<file path="src/bomb_pkg.sv">
package bomb_pkg;

    // --------------------
    // Buttons
    // --------------------

    typedef logic [5:0] button_t;                        // One-hot button code

    localparam button_t BTN_SELECT = 6'b000001;
    localparam button_t BTN_UP     = 6'b000010;
    localparam button_t BTN_RIGHT  = 6'b000100;
    localparam button_t BTN_DOWN   = 6'b001000;
    localparam button_t BTN_LEFT   = 6'b010000;
    localparam button_t BTN_BACK   = 6'b100000;
    localparam button_t BTN_NONE   = 6'b000000;          // No button pressed

    // --------------------
    // Game state and lives
    // --------------------

    typedef enum logic [2:0] {
        MENU = 3'd0,
        PLAY = 3'd1,
        LOST = 3'd2,
        WON  = 3'd3
    } game_state_t;

    typedef logic [1:0] lives_t;

    localparam lives_t START_LIVES = 2'd3;

    // --------------------
    // Countdown timer
    // --------------------

    typedef logic [2:0] min_t;                           // Minutes digit
    typedef logic [2:0] sec_ten_t;                       // Tens of seconds, 0 to 5
    typedef logic [3:0] sec_one_t;                       // Ones of seconds, 0 to 9

    localparam min_t     START_MIN     = 3'd1;           // Game starts at 1:00
    localparam sec_ten_t START_SEC_TEN = 3'd0;
    localparam sec_one_t START_SEC_ONE = 4'd0;
    localparam sec_ten_t SEC_TEN_MAX   = 3'd5;           // Reload value on a borrow
    localparam sec_one_t SEC_ONE_MAX   = 4'd9;

    localparam int CLK_PER_SEC = 20;                     // Kept short so a game fits in sim
    localparam int PRESC_W     = $clog2(CLK_PER_SEC);

    typedef logic [PRESC_W-1:0] presc_t;

    // --------------------
    // Arrow puzzle and random source
    // --------------------

    typedef logic [15:0] lfsr_t;
    typedef logic [7:0]  seed_t;                         // Two bits per arrow step
    typedef logic [1:0]  step_t;

    localparam int    PUZZLE_LEN = 4;                    // Arrows to enter for a win
    localparam lfsr_t LFSR_RESET = 16'hACE1;             // Any nonzero value works

endpackage
</file>
<file path="src/bomb_game_top.sv">
module bomb_game_top (
    input  logic                  clk,
    input  logic                  nrst,
    input  bomb_pkg::button_t     button_raw,
    output bomb_pkg::game_state_t game_state,
    output bomb_pkg::lives_t      lives,
    output bomb_pkg::button_t     hint,
    output bomb_pkg::min_t        cnt_min,
    output bomb_pkg::sec_ten_t    cnt_sec_ten,
    output bomb_pkg::sec_one_t    cnt_sec_one
);

    logic              strobe;
    bomb_pkg::button_t button;
    logic              timer_clear;
    logic              activate_rand;
    bomb_pkg::seed_t   seed;
    logic              error;
    logic              game_clear;

    button_sync button_sync_inst (
        .clk        (clk),
        .nrst       (nrst),
        .button_raw (button_raw),
        .strobe     (strobe),
        .button     (button)
    );

    countdown_timer countdown_timer_inst (
        .clk         (clk),
        .nrst        (nrst),
        .timer_clear (timer_clear),
        .cnt_min     (cnt_min),
        .cnt_sec_ten (cnt_sec_ten),
        .cnt_sec_one (cnt_sec_one)
    );

    lfsr_rand lfsr_rand_inst (
        .clk           (clk),
        .nrst          (nrst),
        .activate_rand (activate_rand),
        .seed          (seed)
    );

    arrow_puzzle arrow_puzzle_inst (
        .clk        (clk),
        .nrst       (nrst),
        .game_state (game_state),
        .seed       (seed),
        .strobe     (strobe),
        .button     (button),
        .hint       (hint),
        .error      (error),
        .game_clear (game_clear)
    );

    game_control_fsm game_control_fsm_inst (
        .clk           (clk),
        .nrst          (nrst),
        .strobe        (strobe),
        .button        (button),
        .error         (error),
        .game_clear    (game_clear),
        .cnt_min       (cnt_min),
        .cnt_sec_ten   (cnt_sec_ten),
        .cnt_sec_one   (cnt_sec_one),
        .game_state    (game_state),
        .lives         (lives),
        .timer_clear   (timer_clear),
        .activate_rand (activate_rand)
    );

endmodule

</file>
<file path="src/game_control_fsm.sv">
module game_control_fsm (
    input  logic                  clk,
    input  logic                  nrst,
    input  logic                  strobe,
    input  bomb_pkg::button_t     button,
    input  logic                  error,
    input  logic                  game_clear,
    input  bomb_pkg::min_t        cnt_min,
    input  bomb_pkg::sec_ten_t    cnt_sec_ten,
    input  bomb_pkg::sec_one_t    cnt_sec_one,
    output bomb_pkg::game_state_t game_state,
    output bomb_pkg::lives_t      lives,
    output logic                  timer_clear,
    output logic                  activate_rand
);

    bomb_pkg::game_state_t next_game_state;
    bomb_pkg::lives_t      next_lives;
    logic                  select_press;
    logic                  time_up;

    assign select_press = strobe && (button == bomb_pkg::BTN_SELECT);
    assign time_up      = (cnt_min == '0) && (cnt_sec_ten == '0) && (cnt_sec_one == '0);

    // --------------------
    // State and lives registers
    // --------------------

    always_ff @(posedge clk) begin
        if (!nrst) begin
            game_state <= bomb_pkg::MENU;
            lives      <= '0;
        end else begin
            game_state <= next_game_state;
            lives      <= next_lives;
        end
    end

    // --------------------
    // Next state logic
    // --------------------

    always_comb begin
        next_game_state = game_state;
        next_lives      = lives;
        activate_rand   = 1'b0;
        timer_clear     = 1'b1;                          // Timer only runs during play
        case (game_state)
            bomb_pkg::MENU: begin
                if (select_press) begin
                    next_game_state = bomb_pkg::PLAY;
                    next_lives      = bomb_pkg::START_LIVES;
                    activate_rand   = 1'b1;              // Grab a seed as the game starts
                end
            end
            bomb_pkg::PLAY: begin
                timer_clear = 1'b0;
                // A solved puzzle wins even if time runs out in the same cycle
                if (game_clear) begin
                    next_game_state = bomb_pkg::WON;
                end else if (time_up) begin
                    next_game_state = bomb_pkg::LOST;
                end else if (error) begin
                    next_lives = lives - 1'b1;
                    if (lives == bomb_pkg::lives_t'(1)) begin
                        next_game_state = bomb_pkg::LOST;    // Last life gone
                    end
                end
            end
            bomb_pkg::LOST,
            bomb_pkg::WON: begin
                if (select_press) begin
                    next_game_state = bomb_pkg::MENU;    // Lives keep their value
                end
            end
            default: begin
                next_game_state = bomb_pkg::MENU;
            end
        endcase
    end

endmodule

</file>
<file path="src/arrow_puzzle.sv">
module arrow_puzzle (
    input  logic                  clk,
    input  logic                  nrst,
    input  bomb_pkg::game_state_t game_state,
    input  bomb_pkg::seed_t       seed,
    input  logic                  strobe,
    input  bomb_pkg::button_t     button,
    output bomb_pkg::button_t     hint,
    output logic                  error,
    output logic                  game_clear
);

    bomb_pkg::step_t step;
    logic            done;
    logic            active;
    logic [1:0]      arrow_sel;

    assign active    = (game_state == bomb_pkg::PLAY) && !done;
    assign arrow_sel = seed[2*step +: 2];                // Two seed bits per step

    // --------------------
    // Wanted arrow
    // --------------------

    always_comb begin
        hint = bomb_pkg::BTN_NONE;
        if (active) begin
            case (arrow_sel)
                2'd0:    hint = bomb_pkg::BTN_UP;
                2'd1:    hint = bomb_pkg::BTN_RIGHT;
                2'd2:    hint = bomb_pkg::BTN_DOWN;
                default: hint = bomb_pkg::BTN_LEFT;
            endcase
        end
    end

    // --------------------
    // Press judging
    // --------------------

    always_ff @(posedge clk) begin
        if (!nrst) begin
            step       <= '0;
            done       <= 1'b0;
            error      <= 1'b0;
            game_clear <= 1'b0;
        end else begin
            error      <= 1'b0;                          // Both outputs are single-cycle pulses
            game_clear <= 1'b0;
            if (game_state != bomb_pkg::PLAY) begin
                step <= '0;                              // Fresh puzzle for the next game
                done <= 1'b0;
            end else if (strobe && active) begin
                if (button == bomb_pkg::BTN_BACK) begin
                    step <= '0;                          // Start over, no life lost
                end else if (button == bomb_pkg::BTN_SELECT) begin
                    step <= step;
                end else if (button == hint) begin
                    if (step == bomb_pkg::step_t'(bomb_pkg::PUZZLE_LEN - 1)) begin
                        step       <= '0;
                        done       <= 1'b1;              // Blank the hint until the next game
                        game_clear <= 1'b1;
                    end else begin
                        step <= step + 1'b1;
                    end
                end else begin
                    error <= 1'b1;                       // Wrong arrow keeps the step
                end
            end
        end
    end

endmodule

</file>
<file path="src/lfsr_rand.sv">
module lfsr_rand (
    input  logic            clk,
    input  logic            nrst,
    input  logic            activate_rand,
    output bomb_pkg::seed_t seed
);

    bomb_pkg::lfsr_t lfsr;
    logic            feedback;

    // --------------------
    // Free-running LFSR
    // --------------------

    // Taps 16, 14, 13 and 11 give a maximal length sequence
    assign feedback = lfsr[15] ^ lfsr[13] ^ lfsr[12] ^ lfsr[10];

    always_ff @(posedge clk) begin
        if (!nrst) begin
            lfsr <= bomb_pkg::LFSR_RESET;
        end else begin
            lfsr <= {lfsr[14:0], feedback};              // Shifts every cycle, even when idle
        end
    end

    // --------------------
    // Seed capture
    // --------------------

    always_ff @(posedge clk) begin
        if (!nrst) begin
            seed <= '0;
        end else if (activate_rand) begin
            seed <= lfsr[7:0];                           // Press timing picks the sequence
        end
    end

endmodule

</file>
<file path="src/countdown_timer.sv">
module countdown_timer (
    input  logic               clk,
    input  logic               nrst,
    input  logic               timer_clear,
    output bomb_pkg::min_t     cnt_min,
    output bomb_pkg::sec_ten_t cnt_sec_ten,
    output bomb_pkg::sec_one_t cnt_sec_one
);

    bomb_pkg::presc_t presc;
    logic             sec_tick;
    logic             at_zero;

    // --------------------
    // Second prescaler
    // --------------------

    assign sec_tick = (presc == bomb_pkg::presc_t'(bomb_pkg::CLK_PER_SEC - 1));

    always_ff @(posedge clk) begin
        if (!nrst) begin
            presc <= '0;
        end else if (timer_clear) begin
            presc <= '0;                                 // Next game gets a full first second
        end else if (sec_tick) begin
            presc <= '0;
        end else begin
            presc <= presc + 1'b1;
        end
    end

    // --------------------
    // Digit countdown
    // --------------------

    assign at_zero = (cnt_min == '0) && (cnt_sec_ten == '0) && (cnt_sec_one == '0);

    always_ff @(posedge clk) begin
        if (!nrst) begin
            cnt_min     <= bomb_pkg::START_MIN;
            cnt_sec_ten <= bomb_pkg::START_SEC_TEN;
            cnt_sec_one <= bomb_pkg::START_SEC_ONE;
        end else if (timer_clear) begin
            cnt_min     <= bomb_pkg::START_MIN;          // Reload the start time
            cnt_sec_ten <= bomb_pkg::START_SEC_TEN;
            cnt_sec_one <= bomb_pkg::START_SEC_ONE;
        end else if (sec_tick && !at_zero) begin
            if (cnt_sec_one != '0) begin
                cnt_sec_one <= cnt_sec_one - 1'b1;
            end else if (cnt_sec_ten != '0) begin
                cnt_sec_one <= bomb_pkg::SEC_ONE_MAX;    // Borrow from the tens
                cnt_sec_ten <= cnt_sec_ten - 1'b1;
            end else begin
                // Both second digits are zero, so the borrow reaches the minutes
                cnt_sec_one <= bomb_pkg::SEC_ONE_MAX;
                cnt_sec_ten <= bomb_pkg::SEC_TEN_MAX;
                cnt_min     <= cnt_min - 1'b1;
            end
        end
    end

endmodule

</file>
<file path="src/button_sync.sv">
module button_sync (
    input  logic              clk,
    input  logic              nrst,
    input  bomb_pkg::button_t button_raw,
    output logic              strobe,
    output bomb_pkg::button_t button
);

    bomb_pkg::button_t sync_ff1;
    bomb_pkg::button_t sync_ff2;
    bomb_pkg::button_t btn_prev;
    logic              press;

    // --------------------
    // Two-flop synchronizer
    // --------------------

    always_ff @(posedge clk) begin
        if (!nrst) begin
            sync_ff1 <= bomb_pkg::BTN_NONE;
            sync_ff2 <= bomb_pkg::BTN_NONE;
        end else begin
            sync_ff1 <= button_raw;                      // May go metastable
            sync_ff2 <= sync_ff1;                        // Settled copy
        end
    end

    // --------------------
    // Press detection
    // --------------------

    always_ff @(posedge clk) begin
        if (!nrst) begin
            btn_prev <= bomb_pkg::BTN_NONE;
        end else begin
            btn_prev <= sync_ff2;                        // Value seen one cycle earlier
        end
    end

    // A new press leaves the idle level with exactly one button down
    assign press = (btn_prev == bomb_pkg::BTN_NONE) && $onehot(sync_ff2);

    always_ff @(posedge clk) begin
        if (!nrst) begin
            strobe <= 1'b0;
            button <= bomb_pkg::BTN_NONE;
        end else begin
            strobe <= press;                             // Single cycle, a held level has no edge
            if (press) begin
                button <= sync_ff2;                      // Stays put until the next press
            end
        end
    end

endmodule

</file>
<file path="config.mk">
export PLATFORM = sky130hd
export DESIGN_NAME = bomb_game_top
export DESIGN_NICKNAME = d
export VERILOG_FILES = /design/src/bomb_pkg.sv /design/src/bomb_game_top.sv /design/src/game_control_fsm.sv /design/src/arrow_puzzle.sv /design/src/lfsr_rand.sv /design/src/countdown_timer.sv /design/src/button_sync.sv
export SDC_FILE = /design/constraint.sdc
export NUM_CORES = 1
export LEC_CHECK = 0
export BUFFER_PORTS_ARGS = -buffer_cell sky130_fd_sc_hd__buf_4
export CELL_PAD_IN_SITES_DETAIL_PLACEMENT = 1
export CELL_PAD_IN_SITES_GLOBAL_PLACEMENT = 1
export CORE_MARGIN = 2
export CORE_UTILIZATION = 25
export DETAILED_ROUTE_END_ITERATION = 10
export PLACE_DENSITY = 0.55
export SYNTH_ARGS = -nofsm -noshare
export SYNTH_HDL_FRONTEND = slang
export SYNTH_SLANG_ARGS = --single-unit
</file>
<file path="constraint.sdc">
create_clock -name clk -period 6.8 [get_ports clk]
set_clock_uncertainty 0.15 [all_clocks]
set_input_delay 0.68 -clock clk [delete_from_list [all_inputs] [get_ports clk]]
set_output_delay 0.68 -clock clk [all_outputs]
set_load 0.01 [all_outputs]
</file>
==> impl_metrics.ini <==
[cells_and_area]
final_util_pct = 30.9
diodes = 0
drive_above_1_share_pct = 16.7
register_area_um2 = 1460
final_cells = 473
multi_input_area_um2 = 1380
final_nets = 344
areaGrowthSynthToFinish_pct = 20.5
fillers = 1313

[setup_path]
arrival_ns = 2.13
endpoint_kind = output port
cp_slowest_cell = mux4_2
worstPathCellList = mux4_2 > or4_4 > nor2_1 > buf_4
crit_buf_inv = 1
crit_required_ns = 5.97
cp_max_fo = 6
cp_top_family = multiplexers
startpoint_type = flop
setup.worst_path.class = flop to output port
slowest_delay_ns = 0.62

[synth]
synth_fa_ha_area_share_pct = 5.19
ys_warn_count = 0
post_synth.cell_area_avg_um2 = 9.87
yosysSeqAreaShare_pct = 49.7
async_flop_share_pct = 0
synth_enable_flop_cells = 0
yosys.area_share.xor_xnor_pct = 3.57
synth_area_um2 = 2940
synth.top_cell.area_share_pct = 49.7
yosys.area.top_type = dfxtp_1
netlist_top_cells_area = dfxtp_1 (50%), mux2i_1 (6.1%), and2_1 (5.5%)
synth_seq_cells = 73
synth-simple-area-share_pct = 23.4
synthMuxAreaShare_pct = 7.66
synth_top_family_by_area = simple AND/OR/NAND/NOR gates
synth_compound_area_share_pct = 6.68
synthDistinctLibCells = 48
ys.flop_type = dfxtp_1
syn_inst = 298

[sta]
final_max_slew_viol_count = 0
fin_crit_ns = 2.96
slew-limit-headroom_pct = 37.1
finalCritPeriodShare_pct = 43.5
max_freq_mhz = 338
finalHoldViolations = 0
tightest_slew_ns = 0.936
setup_slack_ns = 3.84
rsz0062_at_grt = false
tns_ns = 0
finalSetupViolCount = 0

[clocking]
clock-sinks = 73
clockBufferDepth = 2
path_clk_slew_ns = 0.06
worstSkewPairLatency_ns = 0.33
cts_made_buffers = 9
cts_tree = done
htreeDepth = 3
ctsHoldBuffers = 0
cts_resized = 0
postCtsSetupRepairBufs = 0
cts-root-buf = clkbuf_16

[power_and_ir_drop]
power.density_nw_per_um2 = 263
leakagePower_nw = 1.52
irDropWorstVdd_mv = 0.0997
power_mw = 0.930

[route]
wl_per_cell_um = 12.7
vias = 2066
drc = 0
firstDrtPassIters = 4
wirelength_mm = 5.99
final_antenna_net_count = 0
drt_iter0_drc = 57
via_per_inst = 4.37

[global_route]
top_usage_layer = met2
overflow = 0
grt.met1_usage_pct = 13.7
grt_pass1_vias = 2098
grt_max_degree = 39
use_met3_pct = 3.51
grt_usage_pct = 10.4
grt_pass1_wl_mm = 10.3
use_met2_pct = 15.3
antenna_found_initial = 0

[placed_design]
detailed_place_hpwl_mm = 4.34
place.gp.congestion = 0.797
place_inst = 457
preCtsSetupSlack_ns = 3.65
numPortBuffers = 25

[run_status]
status = completed

[die]
core-area_um2 = 11500
num_io_pins = 29
dieHeight_um = 112
die_w_um = 112
dieArea_um2 = 12600
num_rows = 39
start_util_pct = 25.7

[flow_run]
drv_cap = 0

[worst_hold_path]
hp-class = flop to flop
[Yosys cell counts (5+ instances only)]
cell type,number
dfxtp_1,73
nor2_1,39
and2_1,26
mux2i_1,18
nand2_1,18
inv_1,14
ha_1,9
a21oi_1,7
clkbuf_1,7
nand2b_1,7
nor3_1,7
xnor2_1,7
nand3_1,6
xor2_1,5
[layout make-up]
cell class,count,area share [%]
Clock inverter,6,1.20
Multi-Input combinational cell,201,38.9
Inverter,15,1.59
Timing Repair Buffer,25,5.30
Tap cell,143,5.05
Sequential cell,73,41.2
Clock buffer,10,6.74
[path summary, 6_finish.rpt]
path / to / cells past startpoint / from / slack (ns)
max reg2reg: button_sync_inst.button[2] / 9 / button_sync_inst.sync_ff2[5] / 4.28
min: lfsr_rand_inst.lfsr[10] / 1 / lfsr_rand_inst.lfsr[9] / 0.25
max: hint[1] / 4 / arrow_puzzle_inst.step[0] / 3.84
min reg2reg: lfsr_rand_inst.lfsr[10] / 1 / lfsr_rand_inst.lfsr[9] / 0.25
[worst register-to-register path: cells and delay by family (launching register included)]
family	cells	cell delay [ns]
fa+ha+maj	3	0.89
buf+inv	2	0.11
flops	1	0.33
mux	1	0.27
simple gates	3	0.65
[cells by family after synthesis]
| group | Yosys count |
|---|---|
| flip-flops | 73 |
| other | 1 |
| AND/OR/NAND/NOR | 128 |
| adder cells (fa/ha/maj) | 11 |
| AO/OA/AOI/OAI | 27 |
| XOR/XNOR | 12 |
| multiplexers | 20 |
| buffers and inverters | 26 |
[state kept, by name, summed over array words and instances, names as in the netlist]
name and count:
game_control_fsm_inst.lives 2, button_sync_inst.sync_ff2 6, countdown_timer_inst.cnt_sec_one 4, button_sync_inst.button 6
button_sync_inst.strobe 1, lfsr_rand_inst.seed 8, button_sync_inst.btn_prev 6, countdown_timer_inst.presc 5
game_control_fsm_inst.game_state 2, arrow_puzzle_inst.done 1, arrow_puzzle_inst.game_clear 1, arrow_puzzle_inst.step 2
button_sync_inst.sync_ff1 6, lfsr_rand_inst.lfsr 16, countdown_timer_inst.cnt_sec_ten 3, arrow_puzzle_inst.error 1
countdown_timer_inst.cnt_min 3
[report_power, final]
| group | leakage, nW | total (mW) | internal, mW | switching (mW) |
|---|---|---|---|---|
| Clock | 0.135 | 0.440 | 0.257 | 0.183 |
| Combinational | 0.792 | 0.0416 | 0.0195 | 0.0221 |
| Sequential | 0.596 | 0.449 | 0.441 | 0.00734 |
[layer usage]
metal | part of all wire, % | vias up
li1 | - | 1058
met1 | 50 | 972
met2 | 45 | 26
met3 | 3.6 | 10
met4 | 2.2 | 0
met5 | 0 | -
[cells in the final DEF, fill, tap and decap left out, drive strengths merged, types with 8 or more instances in the layout]
cell	count
buf	25
ha	9
mux2i	18
dfxtp	73
inv	15
and2	26
nor2	39
nand2b	8
nand2	18
clkbuf	10
[metrics by stage]
| stage | instance area (µm²) | hold slack (ns) |
|---|---|---|
| 6_report | 3540 | 0.255 |
| 3_5_place_dp | 3260 | 0.246 |
| 5_1_grt | 3540 | 0.280 |
| 3_3_place_gp | 3260 | 0.243 |
| 4_1_cts | 3540 | 0.260 |
| 2_1_floorplan | 2950 | 0.236 |
Note: power is estimated with default switching activity, not from simulation.
